File: config.mk
export PLATFORM = sky130hd
export DESIGN_NAME = piaBusDecode
export DESIGN_NICKNAME = d
export VERILOG_FILES = /design/src/logic/apple1EmuPkg.sv /design/src/logic/piaBusDecode.sv
export SDC_FILE = /design/constraint.sdc
export NUM_CORES = 1
export LEC_CHECK = 0
export ABC_AREA = 1
export BUFFER_PORTS_ARGS = -buffer_cell sky130_fd_sc_hd__buf_2
export CAP_MARGIN = 20
export CORE_MARGIN = 2
export CORE_UTILIZATION = 29
export CTS_CLUSTER_DIAMETER = 30
export CTS_CLUSTER_SIZE = 10
export DETAILED_ROUTE_END_ITERATION = 10
export PLACE_DENSITY = 0.71
export SLEW_MARGIN = 20
export SYNTH_ARGS = -nofsm -noshare
export SYNTH_HDL_FRONTEND = slang
export SYNTH_SLANG_ARGS = --single-unit
File: constraint.sdc
create_clock -name clk_dut -period 1.3 [get_ports clk_dut]
set_input_delay 0.13 -clock clk_dut [delete_from_list [all_inputs] [get_ports clk_dut]]
set_output_delay 0.13 -clock clk_dut [all_outputs]
set_load 0.005 [all_outputs]
File: src/logic/apple1EmuPkg.sv
// Shared types and constants for the Apple-1 emulation shell.
// Imported by every block that talks to the host port, the PIA or the memory.
package apple1EmuPkg;

    typedef logic [7:0]  byteT;
    typedef logic [15:0] cpuAddrT;
    typedef logic [2:0]  hostAddrT;

    // PIA register map
    localparam cpuAddrT PIA_KBD_REG = 16'hD010;
    localparam cpuAddrT PIA_KBD_CTL = 16'hD011;
    localparam cpuAddrT PIA_DSP_REG = 16'hD012;

    localparam int NUM_STIM = 6;
    localparam int NUM_OUT  = 4;

    // Stimulus slots written by the host
    localparam int STIM_CTRL      = 0;
    localparam int STIM_KBD       = 1;
    localparam int STIM_MEMCTL    = 2;
    localparam int STIM_MEMADDRHI = 3;
    localparam int STIM_MEMADDRLO = 4;
    localparam int STIM_MEMDATA   = 5;

    localparam int CTRL_KBDWR = 4; // Bits in STIM_CTRL
    localparam int CTRL_DSPRD = 5;
    localparam int MEM_ENA    = 0; // Bits in STIM_MEMCTL
    localparam int MEM_WEN    = 1;

    // Result slots captured on get
    localparam int OUT_DSP    = 0;
    localparam int OUT_KBD    = 1;
    localparam int OUT_KBDCTL = 2;
    localparam int OUT_MEM    = 3;

    localparam int KBD_READY_BIT = 7;

    // One-hot display states
    typedef enum logic [2:0] {
        sReady       = 3'b001,
        sWaitDspAck  = 3'b010,
        sCheckDspAcc = 3'b100
    } dspStateT;

endpackage

File: src/logic/piaBusDecode.sv
// PIA address decode and CPU read-data multiplexer.
// Selects are registered so they line up with the registered memory word.
`timescale 1ns/10ps

module piaBusDecode (
    input  logic                  clk_dut,
    input  logic                  reset,
    input  apple1EmuPkg::cpuAddrT cpuAddr,
    input  apple1EmuPkg::byteT    kbdReg,
    input  apple1EmuPkg::byteT    kbdCtl,
    input  apple1EmuPkg::byteT    dspReg,
    input  apple1EmuPkg::byteT    memData,
    output apple1EmuPkg::byteT    cpuDataIn
);
    import apple1EmuPkg::*;

    logic kbdRegSel;
    logic kbdCtlSel;
    logic dspRegSel;

    always_ff @(posedge clk_dut or posedge reset)
    begin
        if (reset)
        begin
            kbdRegSel <= 1'b0;
            kbdCtlSel <= 1'b0;
            dspRegSel <= 1'b0;
        end
        else
        begin
            kbdRegSel <= (cpuAddr == PIA_KBD_REG);
            kbdCtlSel <= (cpuAddr == PIA_KBD_CTL);
            dspRegSel <= (cpuAddr == PIA_DSP_REG);
        end
    end

    always_comb
    begin
        if (kbdRegSel)
            cpuDataIn = kbdReg;
        else if (kbdCtlSel)
            cpuDataIn = kbdCtl;
        else if (dspRegSel)
            cpuDataIn = dspReg;
        else
            cpuDataIn = memData; // Plain memory access
    end

    selOneHot: assert property (@(posedge clk_dut) disable iff (reset)
        $onehot0({kbdRegSel, kbdCtlSel, dspRegSel}));

endmodule

# Word level (Yosys, flattened, before mapping)
# Index checks and enable logic that the tools add are counted.
op_classes:
  n_mux: 3
  eq_ne: 3
op_table:
  columns: ["cell", "n"]
  rows:
  - ["16-bit == test, second input constant", 3]
  - ["8-bit two-way mux", 3]
word_totals:
  word_cells: 9
  input_bits: 50
  ff_bits: 3
  out_inout_bits: 8

# Logic depth before layout (Yosys ltp)
# Gate-level depths: netlist of run 1.
depth:
  word_depth: 3
  depth_mapped: 6
  mapped_depth_nobuf: 6

# Least setup slack after synthesis of run 1
# OpenSTA, ideal clock, no wires.
synth_timing:
  path_type: "register -> output"
  start: "reg kbdRegSel"
  end: "out cpuDataIn[5]"
  arrival_ps: 797
  setup_slack_ps: 373
  required_time_ps: 1170
  path_stages_with_launch: 6
  n_path_buf: 2
  cell_sequence: "dfrtp_1 -> buf_6 -> buf_12 -> nor2_1 -> nand2_1 -> nand2_1"
synth_between:
  elab_chain_len: 1
synth_lines:
  columns: ["element", "line", "source"]
  rows:
  - ["start, declared", "piaBusDecode.sv:17", "logic kbdRegSel;"]
  - ["start signal, assigned", "piaBusDecode.sv:31", "kbdRegSel <= (cpuAddr == PIA_KBD_REG);"]
  - ["8-bit two-way mux", "piaBusDecode.sv:39", "if (kbdRegSel)"]
  - ["end, declared", "piaBusDecode.sv:13", "output apple1EmuPkg::byteT cpuDataIn"]
# No other way between the ends.

# Final worst setup path of run 1
layout_timing:
  start: "reg dspRegSel"
  end: "out cpuDataIn[5]"
layout_between:
  elab_chain_len: 3
layout_lines:
  columns: ["element", "line", "source"]
  rows:
  - ["start, declared", "piaBusDecode.sv:19", "logic dspRegSel;"]
  - ["start signal, assigned", "piaBusDecode.sv:33", "dspRegSel <= (cpuAddr == PIA_DSP_REG);"]
  - ["8-bit two-way mux", "piaBusDecode.sv:43", "else if (dspRegSel)"]
  - ["8-bit two-way mux", "piaBusDecode.sv:41", "else if (kbdCtlSel)"]
  - ["8-bit two-way mux", "piaBusDecode.sv:39", null]
# No other way between the ends.

==> out/qor.yml, run 1 <==
path_cells: "buf_6 -> nand2_2 -> nand3_1 -> nand2_1 -> nand2_1 -> buf_2"
num-nets-final: 211
dieHeight_um: 45.6
setup_viol: 3
mostFrequentLayoutCells: "buf_2, nand2_1, nor2_1, inv_1"
cp_num_buf_inv: 2
startpoint: "dspRegSel"
wl_per_cell_um: 9.40
start_kind: "register"
gp_congestion: 0.754
core_mm2: 0.00167
cpPeakStageDelay_ns: 0.46
p_comb_share_pct: 34.1
vias: 787
intPower_w: 0.000288
synth_area_leaders: "nand2_1, nor2_1, dfrtp_1"
pwr-share-clk_pct: 41.9
hold_path_class: "in -> reg"
hold_start: "cpuAddr[1]"
grt_pass1_vias: 583
firstDrtPassIters: 4
syn-mean-instance-area_um2: 5.03
relSlewSlack_pct: 81.9
yosysTopAreaCellShare_pct: 35.1
boundaryPins: 58
drc: 0
finalHoldViolCount: 0
violations: "negative setup slack"
drt_wl_total_um: 1660
ys_seq_area_share_pct: 14.9
port_buffers: 57
n_antenna_cell: 0
fmax_mhz: 756
synth_area_um2: 503
pre_cts_ws_ns: 0.160
synth_cells: 100
required_ns: 1.17
ir_drop_mv: 0.300
dieArea_mm2: 0.00208
rsz0062_at_grt: "true"
min_period_ns: 1.32
worst_pin_slew_ns: 0.272
cellPowerDensity_mw_per_mm2: 458
ys_types: 13
yosys.area.top_type: "nand2_1"
worst_path_max_delay_cell: "dfrtp_2"
die_w_um: 45.6
crit_top_cell: "nand2_1"
p_leak_nw: 0.522
via_per_inst: 4.45
track_usage_pct: 14.3
syn_to_final_growth_pct: 69.7
antenna_found_initial: 0
p_sw_share_pct: 26.1
clkSinkCount: 3
path_clk_slew_ns: 0.04
worst_slack_ns: -0.0228
h-tree-depth: 1
rows: 15
tns_ns: -0.0405
path_depth: 6
grt_max_degree: 17
initial_core_util_pct: 30.1
worstSetupEndpointType: "output pin"
clockBufferDepth: 2
power.net_switching_w: 0.000102
ys_ff_latch: 3
critPathTopFamily: "flip-flops"
grt_pass1_wl_um: 2150
outcome: "finished, violations left"
drt_iter0_markers: 5
holdPathStages: 3
layout-drive-gt1-share_pct: 49.4
root_buffer: "clkbuf_4"
synth_fp_nets: 150
seq_power_share_pct: 24.0
yosysWarningCount: 0
grt_overflow: 0
drv_cap: 0
cts_buffers: 3
layout_commonest_cell: "buf_2"
worstPathArrival_ns: 1.19
critPathMaxFanout: 6
crit_type: "reg -> out"
cts_tree: "built"
holdPathEnd: "dspRegSel"
dp.final_hpwl_um: 1190
drv_slew: 0
antenna_left: 0
fin_crit_sh_pct: 102
==> worst min-delay path: stages <==
cell and delay [ns]:
buf_2 0.11, nand2_1 0.06, nor2_1 0.04
==> kinds of logic (layout without fill, tap and decap cells) <==
| logic type | after synthesis | after routing | share of synthesized area [%] |
|---|---|---|---|
| and+or+nand+nor | 84 | 84 | 67.2 |
| DFF | 3 | 3 | 14.9 |
| buffers and inverters | 13 | 73 | 17.9 |
==> stage by stage <==
stage	instances	util, %	area (µm²)	total power, W	hold slack [ns]
floorplan	100	-	503	0.000132	-0.116
global placement	170	45.2	756	0.000218	-0.000850
detailed placement	170	45.2	756	0.000220	-0.00157
CTS	175	48.0	802	0.000394	0.133
global route	177	51.1	853	0.000420	0.150
finish	177	51.1	853	0.000391	0.143
==> cell usage after synthesis <==
cell / number
inv_4: 1
dfrtp_1: 3
nand2_1: 47
nand4_1: 1
nor2_2: 4
nand3_1: 8
buf_8: 1
inv_2: 1
buf_12: 1
nor2_1: 24
buf_6: 1
buf_4: 1
inv_1: 7
==> worst max-delay path by stage <==
stage | to | slack, ns
detailed placement | cpuDataIn[0] | 0.16
CTS | cpuDataIn[5] | -0.0008
finish | cpuDataIn[5] | -0.02
floorplan | cpuDataIn[5] | 0.37
global placement | cpuDataIn[0] | 0.17
global route | cpuDataIn[1] | -0.06
==> registers in the layout, indices dropped and copies added (netlist names) <==
register,count
dspRegSel,1
kbdCtlSel,1
kbdRegSel,1
==> power groups by stage <==
stage / Combinational (W) / Clock [W] / Sequential (W)
after global routing: 0.000151 / 0.000175 / 0.0000938
after global placement: 0.000123 / 0 / 0.0000951
after detailed placement: 0.000125 / 0 / 0.0000951
after floorplan: 0.0000368 / 0 / 0.0000951
final: 0.000133 / 0.000164 / 0.0000939
after CTS: 0.000128 / 0.000171 / 0.0000939
==> routing by layer <==
| metal | up-vias | global-route usage [%] | wire length, µm |
|---|---|---|---|
| li1 | 419 | - | - |
| met1 | 334 | 17.7 | 692 |
| met2 | 32 | 22.5 | 819 |
| met3 | 2 | 2.78 | 141 |
| met4 | 0 | 8.82 | 9 |
| met5 | - | 0 | 0 |
==> what timing repair did <==
item / 4_1_cts / 5_1_grt
pin swaps: 0 / 9
setup endpoints to repair: 8 / 8
hold buffers: 1 / 0
endpoints found under the hold margin: 3 / 0
gates cloned: 0 / 1
buffers inserted: 0 / 1
resized for setup: 4 / 14
==> cell type report <==
class	count	area, µm²
fill	189	817
multi-input combinational	84	373
timing repair buffer	59	307
sequential	3	78.8
inverter	9	41.3
clock buffer	4	26.3
tap	17	21.3
timing repair inverter	1	6.26
(Power assumes the default switching activity.)
==> inputs of run 2 (changes only) <==
Settings changed: REMOVE_ABC_BUFFERS from default to 1.
==> out/qor.yml, run 2 (same netlist as run 1, synthesis figures left out) <==
outcome: "finished, final reports clean"
layout-drive-gt1-share_pct: 47.2  # -2.2 points
syn_to_final_growth_pct: 70.9
holdPathStages: 3  # unchanged
multi_input_area_um2: 358  # -4.0%
cp_num_buf_inv: 3  # +1
gp_congestion: 0.698  # -7.5%
min_period_ns: 1.30  # -0.0231 ns
path_clk_slew_ns: 0.04  # about the same
rsz0062_at_grt: "true"
boundaryPins: 58  # unchanged
crit_top_cell: "nand2_1"
required_ns: 1.17  # about the same
grt_pass1_vias: 608  # +4.3%
dp.final_hpwl_um: 1180  # -0.77%
ir_drop_mv: 0.274  # -8.7%
clockBufferDepth: 2  # unchanged
dieHeight_um: 45.6  # unchanged
drv_cap: 0  # unchanged
worst_path_max_delay_cell: "dfrtp_2"
rows: 15  # unchanged
antenna_left: 0  # unchanged
clkSinkCount: 3  # unchanged
grt_overflow: 0  # unchanged
reg_top3: "dspRegSel: 1 flops, kbdCtlSel: 1 flops, kbdRegSel: 1 flops"
die_w_um: 45.6  # unchanged
grt_pass1_wl_um: 2100  # -1.9%
instances_no_fill: 178  # +0.56%
pre_cts_ws_ns: 0.200  # +0.0402 ns
wl_per_cell_um: 9.07  # -3.5%
worstPathArrival_ns: 1.17  # -0.02 ns
worst_pin_slew_ns: 0.269  # -0.00278 ns
fin_crit_sh_pct: 100  # -1.8 points
critPathMaxFanout: 8  # +2
place_inst: 170  # unchanged
hold_path_class: "in -> reg"
h-tree-depth: 1  # unchanged
fmax_mhz: 769  # +1.8%
cellPowerDensity_mw_per_mm2: 457  # -0.22%
track_usage_pct: 13.7  # -0.64 points
setup_viol: 0  # -3
via_per_inst: 4.45  # about the same
path_cells: "buf_12 -> clkinv_8 -> nand2_1 -> nand3_1 -> nand2_1 -> nand2_1 -> buf_2"
num-nets-final: 212  # +0.47%
drv_slew: 0  # unchanged
antenna_found_initial: 0  # unchanged
cpPeakStageDelay_ns: 0.41  # -0.05 ns
layout_commonest_cell: "buf_2"
initial_core_util_pct: 30.1  # unchanged
core_mm2: 0.00167  # unchanged
cts_buffers: 3  # unchanged
root_buffer: "clkbuf_4"
drt_wl_total_um: 1610  # -2.9%
worstSetupEndpointType: "output pin"
grt_max_degree: 17  # unchanged
port_buffers: 57  # unchanged
fin_area_um2: 860  # +0.73%
critPathTopFamily: "flip-flops"
n_antenna_cell: 0  # unchanged
start_kind: "register"
register_area_um2: 77.6  # -1.6%
worst_slack_ns: 0.000330  # +0.0231 ns
vias: 792  # +0.64%
p_leak_nw: 0.526  # +0.87%
holdPathEnd: "dspRegSel"
hold_start: "cpuAddr[1]"
crit_type: "reg -> out"
relSlewSlack_pct: 82.1  # +0.19 points
firstDrtPassIters: 4  # unchanged
dieArea_mm2: 0.00208  # unchanged
finalHoldViolCount: 0  # unchanged
cts_tree: "built"
drc: 0  # unchanged
drt_iter0_markers: 13  # +8
mostFrequentLayoutCells: "buf_2, nand2_1, nor2_1, nand3_1, inv_1"
fillCellCount: 180  # -4.8%
place_area_um2: 756  # unchanged
run 2: stage by stage:
stage / hold slack, ns / setup TNS (ns) / total power [W] / utilization, %
after floorplan: -0.116 / 0 / 0.000132 / -
after global placement: -0.00723 / 0 / 0.000218 / 45.2
after detailed placement: -0.00195 / 0 / 0.000220 / 45.2
after CTS: 0.132 / 0 / 0.000398 / 47.7
after global routing: 0.167 / -0.419 / 0.000419 / 51.5
final: 0.142 / 0 / 0.000393 / 51.5
run 2: where the power goes:
group / switching, W / total (W) / internal [W]
sequential: 0.00000000535 / 0.0000938 / 0.0000938
combinational: 0.0000530 / 0.000131 / 0.0000777
clock: 0.0000526 / 0.000168 / 0.000115
run 2: worst min-delay path, delay by kind of cell:
kind	cells	cell delay [ns]
simple gates	2	0.10
buf+inv	1	0.11
run 2: layout make-up:
class | instances | share of cell area [%]
multi-input cells | 84 | 41.6
repair inverters | 1 | 0.582
well taps | 17 | 2.47
clock buffers | 4 | 3.06
flip-flops and latches | 3 | 9.02
inverters | 9 | 5.97
repair buffers | 60 | 37.3
run 2: per-layer routing:
| metal | routed length [µm] | GRT usage (%) |
|---|---|---|
| met1 | 626 | 15.1 |
| met2 | 794 | 23.9 |
| met3 | 194 | 3.17 |
| met4 | 0 | 7.06 |
| met5 | 0 | 0 |
run 2: timing repair:
item / 4_1_cts / 5_1_grt
hold buffers: 1 / 0
pin swaps: 0 / 1
endpoints found under the hold margin: 3 / 0
buffers inserted: 0 / 2
endpoints found under the setup margin: 8 / 8
cloned: 0 / 1
resized for setup: 3 / 11
run 2: worst max-delay path by stage:
stage	from	to	slack (ns)	depth (start not counted)
2_1_floorplan	kbdCtlSel	cpuDataIn[0]	0.40	5
3_3_place_gp	kbdRegSel	cpuDataIn[4]	0.23	4
3_5_place_dp	dspRegSel	cpuDataIn[1]	0.20	6
4_1_cts	dspRegSel	cpuDataIn[1]	0.02	6
5_1_grt	kbdCtlSel	cpuDataIn[1]	-0.07	6
6_report	dspRegSel	cpuDataIn[1]	0.0003	7
