File: src/logic/apple1EmuPkg.sv
// Shared types and constants for the Apple-1 emulation shell.
// Imported by every block that talks to the host port, the PIA or the memory.
package apple1EmuPkg;

    typedef logic [7:0]  byteT;
    typedef logic [15:0] cpuAddrT;
    typedef logic [2:0]  hostAddrT;

    // PIA register map
    localparam cpuAddrT PIA_KBD_REG = 16'hD010;
    localparam cpuAddrT PIA_KBD_CTL = 16'hD011;
    localparam cpuAddrT PIA_DSP_REG = 16'hD012;

    localparam int NUM_STIM = 6;
    localparam int NUM_OUT  = 4;

    // Stimulus slots written by the host
    localparam int STIM_CTRL      = 0;
    localparam int STIM_KBD       = 1;
    localparam int STIM_MEMCTL    = 2;
    localparam int STIM_MEMADDRHI = 3;
    localparam int STIM_MEMADDRLO = 4;
    localparam int STIM_MEMDATA   = 5;

    localparam int CTRL_KBDWR = 4; // Bits in STIM_CTRL
    localparam int CTRL_DSPRD = 5;
    localparam int MEM_ENA    = 0; // Bits in STIM_MEMCTL
    localparam int MEM_WEN    = 1;

    // Result slots captured on get
    localparam int OUT_DSP    = 0;
    localparam int OUT_KBD    = 1;
    localparam int OUT_KBDCTL = 2;
    localparam int OUT_MEM    = 3;

    localparam int KBD_READY_BIT = 7;

    // One-hot display states
    typedef enum logic [2:0] {
        sReady       = 3'b001,
        sWaitDspAck  = 3'b010,
        sCheckDspAcc = 3'b100
    } dspStateT;

endpackage

File: src/logic/hostTransactor.sv
// Host side of the emulation shell. Collects stimulus bytes through the
// addressed port, drives them out on hostLoad and captures results on hostGet.
`timescale 1ns/10ps

module hostTransactor (
    input  logic                   clk_dut,
    input  logic                   reset,
    input  apple1EmuPkg::hostAddrT hostAddr,
    input  apple1EmuPkg::byteT     hostDin,
    input  logic                   hostLoad,
    input  logic                   hostGet,
    output apple1EmuPkg::byteT     hostDout,
    output logic                   kbdWr,
    output logic                   dspRd,
    output apple1EmuPkg::byteT     kbdIn,
    output logic                   memHostEna,
    output logic                   memHostWen,
    output apple1EmuPkg::cpuAddrT  memHostAddr,
    output apple1EmuPkg::byteT     memHostData,
    input  apple1EmuPkg::byteT     dspReg,
    input  apple1EmuPkg::byteT     kbdReg,
    input  apple1EmuPkg::byteT     kbdCtl,
    input  apple1EmuPkg::byteT     memData
);
    import apple1EmuPkg::*;

    byteT stimIn [NUM_STIM];
    byteT vectOut [NUM_OUT];

    always_ff @(posedge clk_dut or posedge reset)
    begin
        if (reset)
        begin
            for (int i = 0; i < NUM_STIM; i++)
            begin
                stimIn[i] <= '0;
            end
            kbdWr       <= 1'b0;
            dspRd       <= 1'b0;
            kbdIn       <= '0;
            memHostEna  <= 1'b0;
            memHostWen  <= 1'b0;
            memHostAddr <= '0;
            memHostData <= '0;
            hostDout    <= '0;
        end
        else if (hostLoad)
        begin
            kbdWr       <= stimIn[STIM_CTRL][CTRL_KBDWR];
            dspRd       <= stimIn[STIM_CTRL][CTRL_DSPRD];
            kbdIn       <= stimIn[STIM_KBD];
            memHostEna  <= stimIn[STIM_MEMCTL][MEM_ENA];
            memHostWen  <= stimIn[STIM_MEMCTL][MEM_WEN];
            memHostAddr <= {stimIn[STIM_MEMADDRHI], stimIn[STIM_MEMADDRLO]};
            memHostData <= stimIn[STIM_MEMDATA];
        end
        else if (!hostGet)
        begin
            if (hostAddr < NUM_STIM)
            begin
                stimIn[hostAddr] <= hostDin;
            end
            hostDout <= (hostAddr < NUM_OUT) ? vectOut[hostAddr[1:0]] : '0; // Upper slots read 0
        end
    end

    // Result snapshot
    always_ff @(posedge clk_dut)
    begin
        if (hostGet && !hostLoad)
        begin
            vectOut[OUT_DSP]    <= dspReg;
            vectOut[OUT_KBD]    <= kbdReg;
            vectOut[OUT_KBDCTL] <= kbdCtl;
            vectOut[OUT_MEM]    <= memData;
        end
    end

    loadGetExclusive: assert property (@(posedge clk_dut) disable iff (reset)
        !(hostLoad && hostGet));

endmodule

File: config.mk
export PLATFORM = sky130hd
export DESIGN_NAME = hostTransactor
export DESIGN_NICKNAME = d
export VERILOG_FILES = /design/src/logic/apple1EmuPkg.sv /design/src/logic/hostTransactor.sv
export SDC_FILE = /design/constraint.sdc
export NUM_CORES = 1
export LEC_CHECK = 0
export ABC_AREA = 0
export ABC_CLOCK_PERIOD_IN_PS = 3600
export BUFFER_PORTS_ARGS = -buffer_cell sky130_fd_sc_hd__buf_2
export CAP_MARGIN = 20
export CORE_MARGIN = 4
export CORE_UTILIZATION = 50
export CTS_CLUSTER_DIAMETER = 200
export CTS_CLUSTER_SIZE = 25
export DETAILED_ROUTE_END_ITERATION = 8
export HOLD_SLACK_MARGIN = 0.03
export PLACE_DENSITY = 0.79
export RECOVER_POWER = 100
export SYNTH_ARGS = -nofsm -noshare
export SYNTH_HDL_FRONTEND = slang
export SYNTH_SLANG_ARGS = --single-unit
File: constraint.sdc
create_clock -name clk_dut -period 3.6 [get_ports clk_dut]
set_input_delay 0.72 -clock clk_dut [delete_from_list [all_inputs] [get_ports clk_dut]]
set_output_delay 0.72 -clock clk_dut [all_outputs]
set_load 0.05 [all_outputs]
# Word level (Yosys, flattened, before mapping)

Memory sizes are Yosys's and may differ from the RTL's.
Index checks and enable logic that the tools add are counted.

Magnitude comparators: 4
Muxes and demuxes: 6
Bitwise gates (word level): 3
Reductions and logical operators: 5

Operator list:

| operator                                                                     | number |
|---|---|
| 48-bit bitwise mux                                                           | 1 |
| 8-bit demux with 3-bit select                                                | 1 |
| 8-bit two-way mux                                                            | 2 |
| 3-bit less-than comparator, second input constant                            | 2 |
| 4-bit >= comparator, second input constant                                   | 1 |
| 4-bit by 1-bit less-than comparator with 1-bit output, second input constant | 1 |
| 3-bit inverter with 4-bit output                                             | 1 |
| 3-bit AND reduction                                                          | 1 |
| 1-bit logical AND                                                            | 2 |
| 1-bit two-way mux                                                            | 2 |
| 1-bit inverter                                                               | 2 |
| 2-bit AND reduction                                                          | 1 |
| 1-bit logical NOT                                                            | 1 |

Register bits: 92
Memory bits (writable): 32
Input port bits: 47
Word-level logic and storage cells: 33
Memories: 1

Memory list:

| memory  | depth | width | rd ports | clocked after Yosys merged registers in | write ports | line                 | text |
|---|---|---|---|---|---|---|---|
| vectOut | 4     | 8     | 1        | 0                                       | 4           | hostTransactor.sv:28 | `byteT vectOut [NUM_OUT];` |

# Depth between registers and ports, before layout

Gate-level depths: netlist of run 1.

Depth after elaboration: 6
Mapped depth: 4
Depth with buffers taken out: 3

# Worst setup path before layout of run 1

Ideal clock, no wire load.

Kind: input to register
From: input port hostLoad
To: memory vectOut[0][0] (netlist name), enable pin
Data arrival time: 2.533 ns
Required time: 3.175 ns
Slack: 0.643 ns
Cell stages on the path: 3
Path buffers: 2
Cells stage by stage: buf_2 buf_2 nor2b_1

RTL lines:

| what               | line                 | text |
|---|---|---|
| start: declaration | hostTransactor.sv:10 | `input logic hostLoad,` |
| end: declaration   | hostTransactor.sv:28 |  |

# Worst setup path after layout of run 1

From: input port hostLoad
To: register stimIn[14] (netlist name)

Cells in the longest elaborated chain, start to end: 2

Ends and longest elaborated chain:

| what                                 | line                 | text |
|---|---|---|
| 1-bit inverter (no source line)      | -                    |  |
| 3-bit AND reduction (no source line) | -                    |  |
| end signal: indexed assignment       | hostTransactor.sv:61 | `stimIn[hostAddr] <= hostDin;` |
| end: declaration                     | hostTransactor.sv:27 | `byteT stimIn [NUM_STIM];` |

Every way passes these cells.
A chain may end at the register's enable or synchronous reset.

==> results.tsv, run 1 <==
metric	value	unit
critical-path-max-stage-delay	0.82	ns
post_cts_buffers	0	
slew_headroom	-0.2151	
synth_cells	222	
h-tree-depth	3	
clkSinkCount	112	
drv_cap	1	
synth_seq_cells	112	
core_area	8175	um2
die_h	99.44	um
area_growth	16.55	%
clockBufferDepth	2	
cts_hold_buf	0	
synth_cell_types	21	
final_cell_mix	dfrtp_1 (80), mux2_2 (71), clkbuf_1 (49), buf_2 (42), edfxtp_1 (32)	
clock_latency	0.36	ns
path_cells	clkbuf_1 > nor2_1 > nand3_1 > mux2_2	
start_kind	input pin	
crit_fanout	22	
antenna_found_initial	0	
final-hold-violation-count	0	
slew_violations	43	
leakage	2.066	nW
skew	0.006397	ns
grt_overflow	0	
utilization	0.5960	
crit_path_top_delay_cell	clkbuf_1	
powerDensity	675.8	nW/um2
synth_edf_count	32	
drc	0	
fmaxAchievable	0.4212	GHz
grt_max_degree	43	
crit_family	buffers and inverters	
wl_per_cell	17.82	um
cts_resized	0	
worst_slew_pin_slew	1.813	ns
endpoint_kind	flip-flop	
place.port_buffers	90	
floorplan.initialDensity	0.5113	
clkTransAtPathRegs	0.10	ns
die_w	99.44	um
grt_usage	0.1656	
cp.required	3.85	ns
drt_first_pass_iters	3	
cts_tree	done	
layout-drive-gt1-share	0.4431	
layout_commonest_cell	dfrtp_1	
holdCritPathClass	reg2reg	
syn_nets	269	
viasPerCell	5.240	
row_count	33	
rsz0062_at_grt	no	
ys.flop_type	dfrtp_1	
grt_pass1_wl	12530	um
dp_cells	414	
ant_nets	0	
finalCritPeriodShare	0.6594	
synthArstFlopShare	0.7143	
status	finished, violations left	
drt-total-wl	7661	um
setup_viol	0	
peakVddDrop	0.0002984	V
antennaDiodeCount	0	
fin_cells	430	
crit_type	in2reg	
grt_pass1_vias	2472	
avgSynthCellArea	18.83	um2
hpwl	5466	um
cts_root_buf	clkbuf_8	
violations	capacitance limit, slew limit	
cts_made_buffers	9	
cp_data_arrival_time	2.62	ns
nets	367	
gp_congestion	0.7424	
drt_iter0_markers	83	
yosysSeqAreaShare	0.7088	
critPathBufInv	1	
die_area	9887	um2
ios	91	
netlist_area	4180	um2
fin_tns_setup	0	ns
vias	2253	
fin_crit	2.374	ns
yosys_warnings	0	
-- cell usage after synthesis, types with 2 or more instances --
| library cell | count | area, um2 |
|---|---|---|
| dfrtp_1 | 80 | 2002 |
| mux2_2 | 72 | 810.8 |
| edfxtp_1 | 32 | 960.9 |
| a22o_1 | 8 | 70.07 |
| mux4_2 | 7 | 157.7 |
| buf_2 | 5 | 25.02 |
| nand2_1 | 2 | 7.510 |
| nand2_2 | 2 | 12.51 |
| nand3_2 | 2 | 20.02 |
-- path summary, 6_finish.rpt --
kind,start,endpoint,slack (ns),cells after the start
worst max-delay path,hostLoad,stimIn[14],1.23,4
worst min-delay path,stimIn[45],stimIn[45],0.51,1
worst max register to register,vectOut[1][2],hostDout[2],2.42,2
worst min register to register,stimIn[45],stimIn[45],0.51,1
max in group asynchronous,reset,memHostData[6],1.84,3
min in group asynchronous,reset,hostDout[1],0.78,2
-- state kept, by name (all words and copies together) (netlist names), 8 cells and up --
signal and cells:
kbdIn 8, hostDout 8, vectOut 32, memHostAddr 16, stimIn 36, memHostData 8
-- per-stage QoR --
step | hold slack, ns | total power, mW | instance area, um2 | worst slack (ns)
floorplan | 0.4736 | 2.362 | 4180 | 0.6426
global placement | 0.4808 | 2.581 | 4752 | 1.489
detailed placement | 0.4877 | 2.613 | 4752 | 1.438
CTS | 0.4474 | 3.366 | 4956 | 1.833
global route | 0.4882 | 3.458 | 4872 | 1.046
finish | 0.5089 | 3.292 | 4872 | 1.226
-- per-layer routing --
metal  up-vias  GRT usage  routed length, um
met1      1157     0.2038               3168
met4         0    0.05882                104
met5         -          0                  0
li1       1031          -                  -
met3         9    0.05119                448
met2        56     0.2779               3939
-- final cells by class --
cell class / count / area, um2
clock inverters: 6 / 76.32
repair buffers: 94 / 420.4
multi-input cells: 102 / 1149
well taps: 105 / 131.4
inverters: 1 / 5.005
clock buffers: 10 / 127.6
flip-flops and latches: 112 / 2963
fillers: 648 / 3303
-- cell families after synthesis --
logic type | share of synthesized area
AOI/OAI and AO/OA | 0.01676
buffers and inverters | 0.01137
DFF | 0.7088
muxes | 0.2380
and+or+nand+nor | 0.02514
-- report_power, final --
group          internal (mW)  switching, mW  total, mW
Combinational          0.247          0.616      0.863
Sequential              1.55          0.121       1.67
Clock                  0.335          0.421      0.756
Total                   2.13           1.16       3.29
Note: power is estimated with default switching activity, not from simulation.
==> inputs of run 2 (changes only) <==
--- a/config.mk
+++ b/config.mk
@@ -6,7 +6,7 @@
 export NUM_CORES = 1
 export LEC_CHECK = 0
 export ABC_AREA = 0
-export ABC_CLOCK_PERIOD_IN_PS = 3600
+export ABC_CLOCK_PERIOD_IN_PS = 2400
 export BUFFER_PORTS_ARGS = -buffer_cell sky130_fd_sc_hd__buf_2
 export CAP_MARGIN = 20
 export CORE_MARGIN = 4
==> constraint.sdc (replaced) <==
create_clock -name clk_dut -period 2.4 [get_ports clk_dut]
set_input_delay 0.48 -clock clk_dut [delete_from_list [all_inputs] [get_ports clk_dut]]
set_output_delay 0.48 -clock clk_dut [all_outputs]
set_load 0.05 [all_outputs]
==> results.tsv, run 2 (synthesis gave the netlist of run 1 again) <==
metric	value	unit	change
status	finished, final reports clean		was finished, violations left
grt_pass1_vias	2399		was 2472
final_cell_mix	dfrtp_1 (80), mux2_2 (72), clkbuf_1 (48), buf_2 (44), edfxtp_1 (32)		was dfrtp_1 (80), mux2_2 (71), clkbuf_1 (49), buf_2 (42), edfxtp_1 (32)
hpwl	5527	um	was 5466 um
cts_made_buffers	9		unchanged
die_area	9887	um2	unchanged
largest_reg_flops	36		unchanged
cts_tree	done		unchanged
place.port_buffers	90		unchanged
ios	91		unchanged
antenna_found_initial	0		unchanged
core_area	8175	um2	unchanged
cts_resized	0		unchanged
die_w	99.44	um	unchanged
p_total	5.037	mW	was 3.292 mW
h-tree-depth	3		unchanged
clockBufferDepth	2		unchanged
clkSinkCount	112		unchanged
drt-total-wl	7726	um	was 7661 um
layout-drive-gt1-share	0.4663		was 0.4431
crit_type	in2reg		unchanged
vias	2232		was 2253
clkTransAtPathRegs	0.10	ns	about the same
floorplan.initialDensity	0.5113		unchanged
drc	0		unchanged
fin_crit	1.887	ns	
drt_iter0_markers	48		was 83
fmaxAchievable	0.5299	GHz	
rsz0062_at_grt	no		unchanged
layout_commonest_cell	dfrtp_1		unchanged
endpoint_kind	flip-flop		unchanged
fin_area	4926	um2	was 4872 um2
grt_pass1_wl	12360	um	was 12530 um
start_kind	input pin		unchanged
peakVddDrop	0.0004859	V	was 0.0002984 V
antennaDiodeCount	0		unchanged
placed_area	4775	um2	was 4752 um2
dp_cells	415		was 414
skew	0.01040	ns	was 0.006397 ns
gp_congestion	0.7289		was 0.7424
area_growth	17.84	%	was 16.55%
ant_nets	0		unchanged
grt_overflow	0		unchanged
row_count	33		unchanged
fin_tns_setup	0	ns	unchanged
viasPerCell	5.179		was 5.240
drt_first_pass_iters	4		was 3
critical-path-max-stage-delay	0.73	ns	was 0.82 ns
nets	368		was 367
path_cells	clkbuf_1 > and2b_1 > nand3_2 > mux2_2		was clkbuf_1 > nor2_1 > nand3_1 > mux2_2
drv_cap	0		was 1
powerDensity	1022	nW/um2	was 675.8 nW/um2
finalCritPeriodShare	0.7864		
grt_max_degree	33		was 43
post_cts_buffers	0		unchanged
final-hold-violation-count	0		unchanged
nFillCells	638		was 648
regMostFlops	stimIn		unchanged
leakage	2.083	nW	was 2.066 nW
cts_root_buf	clkbuf_8		unchanged
setup_viol	0		unchanged
pre_cts_slack	0.5093	ns	was 1.438 ns
fin_cells	431		was 430
grt_usage	0.1663		was 0.1656
die_h	99.44	um	unchanged
worst_slew_pin_slew	1.102	ns	was 1.813 ns
slew_violations	0		was 43
cts_hold_buf	0		unchanged
wl_per_cell	17.93	um	was 17.82 um
slew_headroom	0.2613		was -0.2151
crit_path_top_delay_cell	clkbuf_1		unchanged
cp_data_arrival_time	2.14	ns	was 2.62 ns
worst_slack	0.5127	ns	was 1.226 ns
largestRegisters	stimIn (36), vectOut (32), memHostAddr (16)		unchanged
clock_latency	0.37	ns	was 0.36 ns
crit_fanout	19		was 22
cp.required	2.65	ns	was 3.85 ns
holdCritPathClass	in2reg		was reg2reg
## run 2: cell count changes in the layout (fill, tap and decap cells not counted), sizes merged
cell / previous run / this run
buf: 46 / 47
bufinv: 1 / 2
clkinv: 2 / 1
clkinvlp: 1 / 2
inv: 3 / 2
## run 2: through the flow
step           hold WS (ns)    util
6_report             0.2791  0.6025
4_1_cts              0.1466  0.6108
2_1_floorplan        0.4736       -
3_5_place_dp         0.4871  0.5840
5_1_grt              0.2562  0.6025
3_3_place_gp         0.4812  0.5840
## run 2: critical path: cells and delay by family
kind          cells  cell delay (ns)
buf+inv           1             0.73
simple gates      2             0.56
mux               1             0.37
## run 2: worst paths after layout
kind | startpoint | end | slack [ns] | cells past startpoint
hold / removal | kbdReg[0] | vectOut[1][0] | 0.28 | 1
min in group asynchronous | reset | stimIn[15] | 0.30 | 2
hold reg to reg | stimIn[18] | memHostAddr[10] | 0.51 | 1
max in group asynchronous | reset | stimIn[25] | 1.09 | 3
setup reg to reg | vectOut[3][6] | hostDout[6] | 1.21 | 2
setup / recovery | hostLoad | stimIn[2] | 0.51 | 4
## run 2: layout make-up
type | count | area (um2) | area share
Sequential cell | 112 | 2963 | 0.6015
Multi-Input combinational cell | 102 | 1171 | 0.2377
Timing Repair Buffer | 95 | 436.7 | 0.08865
Tap cell | 105 | 131.4 | 0.02667
Clock buffer | 10 | 127.6 | 0.02591
Clock inverter | 6 | 91.34 | 0.01854
Inverter | 1 | 5.005 | 0.001016
## run 2: routing by layer
metal | vias to the layer above | share of wire | global-route usage
met4 | 0 | 0.016 | 0.05987
li1 | 1016 | - | -
met1 | 1150 | 0.41 | 0.2022
met3 | 9 | 0.056 | 0.04698
met5 | - | 0 | 0
met2 | 57 | 0.52 | 0.2846
## run 2: where the power goes
part	total (mW)	switching, mW	internal (mW)
Sequential	2.51	0.185	2.33
Clock	1.23	0.629	0.597
Combinational	1.30	0.922	0.375
Total	5.04	1.74	3.30
==> inputs of run 3 (changes only) <==
--- a/config.mk
+++ b/config.mk
@@ -6,7 +6,7 @@
 export NUM_CORES = 1
 export LEC_CHECK = 0
 export ABC_AREA = 0
-export ABC_CLOCK_PERIOD_IN_PS = 2400
+export ABC_CLOCK_PERIOD_IN_PS = 1740
 export BUFFER_PORTS_ARGS = -buffer_cell sky130_fd_sc_hd__buf_2
 export CAP_MARGIN = 20
 export CORE_MARGIN = 4
==> constraint.sdc (replaced) <==
create_clock -name clk_dut -period 1.74 [get_ports clk_dut]
set_input_delay 0.348 -clock clk_dut [delete_from_list [all_inputs] [get_ports clk_dut]]
set_output_delay 0.348 -clock clk_dut [all_outputs]
set_load 0.05 [all_outputs]
==> results.tsv, run 3 (synthesis gave the netlist of run 1 again) <==
metric	value	unit	change
status	finished, final reports clean		unchanged
powerDensity	1364	nW/um2	was 1022 nW/um2
grt_overflow	0		unchanged
final-hold-violation-count	0		unchanged
crit_path_top_delay_cell	clkbuf_1		unchanged
path_cells	clkbuf_1		was clkbuf_1 > and2b_1 > nand3_2 > mux2_2
die_w	99.44	um	unchanged
skew	0.01203	ns	was 0.01040 ns
fin_cells	433		was 431
slew_violations	0		unchanged
endpoint_kind	output pin		was flip-flop
crit_family	buffers and inverters		unchanged
layout-drive-gt1-share	0.5854		was 0.4663
rr_startpoint	vectOut[0][0]		was vectOut[3][6]
hold_start	memData[1]		was kbdReg[0]
finalCritPeriodShare	0.8832		
dp_cells	416		was 415
die_area	9887	um2	unchanged
cts_tree	done		unchanged
fin_area	4981	um2	was 4926 um2
drt_first_pass_iters	4		unchanged
drt_iter0_markers	61		was 48
p_total	6.792	mW	was 5.037 mW
pre_cts_slack	0.1880	ns	was 0.5093 ns
peakVddDrop	0.0006119	V	was 0.0004859 V
die_h	99.44	um	unchanged
cts_made_buffers	9		unchanged
holdPathEnd	vectOut[3][1]		was vectOut[1][0]
critPathBufInv	1		unchanged
crit_type	reg2out		was in2reg
core_area	8175	um2	unchanged
crit_fanout	2		was 19
clkSinkCount	112		unchanged
ant_nets	0		unchanged
holdCritPathClass	in2reg		unchanged
rsz0062_at_grt	no		unchanged
utilization	0.6093		was 0.6025
grt_max_degree	35		was 33
gp_congestion	0.7237		was 0.7289
place.port_buffers	90		unchanged
floorplan.initialDensity	0.5113		unchanged
grt_pass1_wl	12700	um	was 12360 um
r2r_setup_slack	0.54	ns	was 1.21 ns
antenna_found_initial	0		unchanged
vias	2273		was 2232
drt-total-wl	7736	um	was 7726 um
grt_usage	0.1691		was 0.1663
cts_root_buf	clkbuf_8		unchanged
cp_data_arrival_time	1.19	ns	was 2.14 ns
grt_pass1_vias	2549		was 2399
critical-path-max-stage-delay	0.47	ns	was 0.73 ns
fmaxAchievable	0.6507	GHz	
h-tree-depth	3		unchanged
hold_ws	0.1417	ns	was 0.2791 ns
leakage	2.221	nW	was 2.083 nW
regMostFlops	stimIn		unchanged
r2r_end	hostDout[0]		was hostDout[6]
clkTransAtPathRegs	0.11	ns	was 0.10 ns
row_count	33		unchanged
drv_cap	0		unchanged
worst_slack	0.2032	ns	was 0.5127 ns
fin_tns_setup	0	ns	unchanged
fin_crit	1.537	ns	
ios	91		unchanged
viasPerCell	5.249		was 5.179
cp.required	1.39	ns	was 2.65 ns
nets	370		was 368
placed_area	4825	um2	was 4775 um2
largestRegisters	stimIn (36), vectOut (32), memHostAddr (16)		unchanged
hpwl	5599	um	was 5527 um
hold_depth	1		unchanged
worst_slew_pin_slew	0.9615	ns	was 1.102 ns
area_growth	19.16	%	was 17.84%
largest_reg_flops	36		unchanged
slew_headroom	0.3590		was 0.2613
start_kind	flip-flop		was input pin
setup_viol	0		unchanged
final_cell_mix	dfrtp_1 (80), buf_2 (80), mux2_2 (72), edfxtp_1 (32), clkbuf_8 (9)		was dfrtp_1 (80), mux2_2 (72), clkbuf_1 (48), buf_2 (44), edfxtp_1 (32)
r2r_cells	2		unchanged
antennaDiodeCount	0		unchanged
wl_per_cell	17.87	um	was 17.93 um
drc	0		unchanged
clock_latency	0.37	ns	about the same
clockBufferDepth	2		unchanged
run 3: report_power, final:
| part | internal (mW) | switching (mW) | total, mW | leakage (nW) |
|---|---|---|---|---|
| Sequential | 3.21 | 0.252 | 3.46 | 1.29 |
| Combinational | 0.600 | 1.28 | 1.88 | 0.841 |
| Clock | 0.550 | 0.901 | 1.45 | 0.0917 |
| Total | 4.36 | 2.43 | 6.79 | 2.22 |
run 3: per-layer routing:
metal	vias to the layer above	GRT usage	part of all wire
li1	1030	-	-
met1	1165	0.2037	0.41
met2	64	0.2851	0.50
met3	14	0.05610	0.065
met4	0	0.06197	0.020
met5	-	0	0
run 3: final cells by class:
type / count / area [um2]
clock inverter: 7 / 60.06
inverter: 1 / 5.005
clock buffer: 9 / 123.9
timing repair buffer: 97 / 543.0
tap: 105 / 131.4
fill: 621 / 3194
sequential: 112 / 2963
multi-input combinational: 102 / 1155
run 3: repair_timing:
item | in CTS | in global routing
hold buffers | 1 | 0
endpoints found under the setup margin | 0 | 0
buffers inserted | 0 | 0
endpoints found under the hold margin | 17 | 0
gates resized for setup | 0 | 0
run 3: worst max path at each step:
| stage | end | start | cells past startpoint |
|---|---|---|---|
| floorplan | vectOut[0][0] | hostLoad | 3 |
| global placement | hostDout[2] | hostAddr[0] | 4 |
| detailed placement | stimIn[23] | hostAddr[1] | 4 |
| CTS | memHostAddr[8] | memHostAddr[8] | 1 |
| global route | memHostData[3] | memHostData[3] | 1 |
| finish | memHostData[3] | memHostData[3] | 1 |
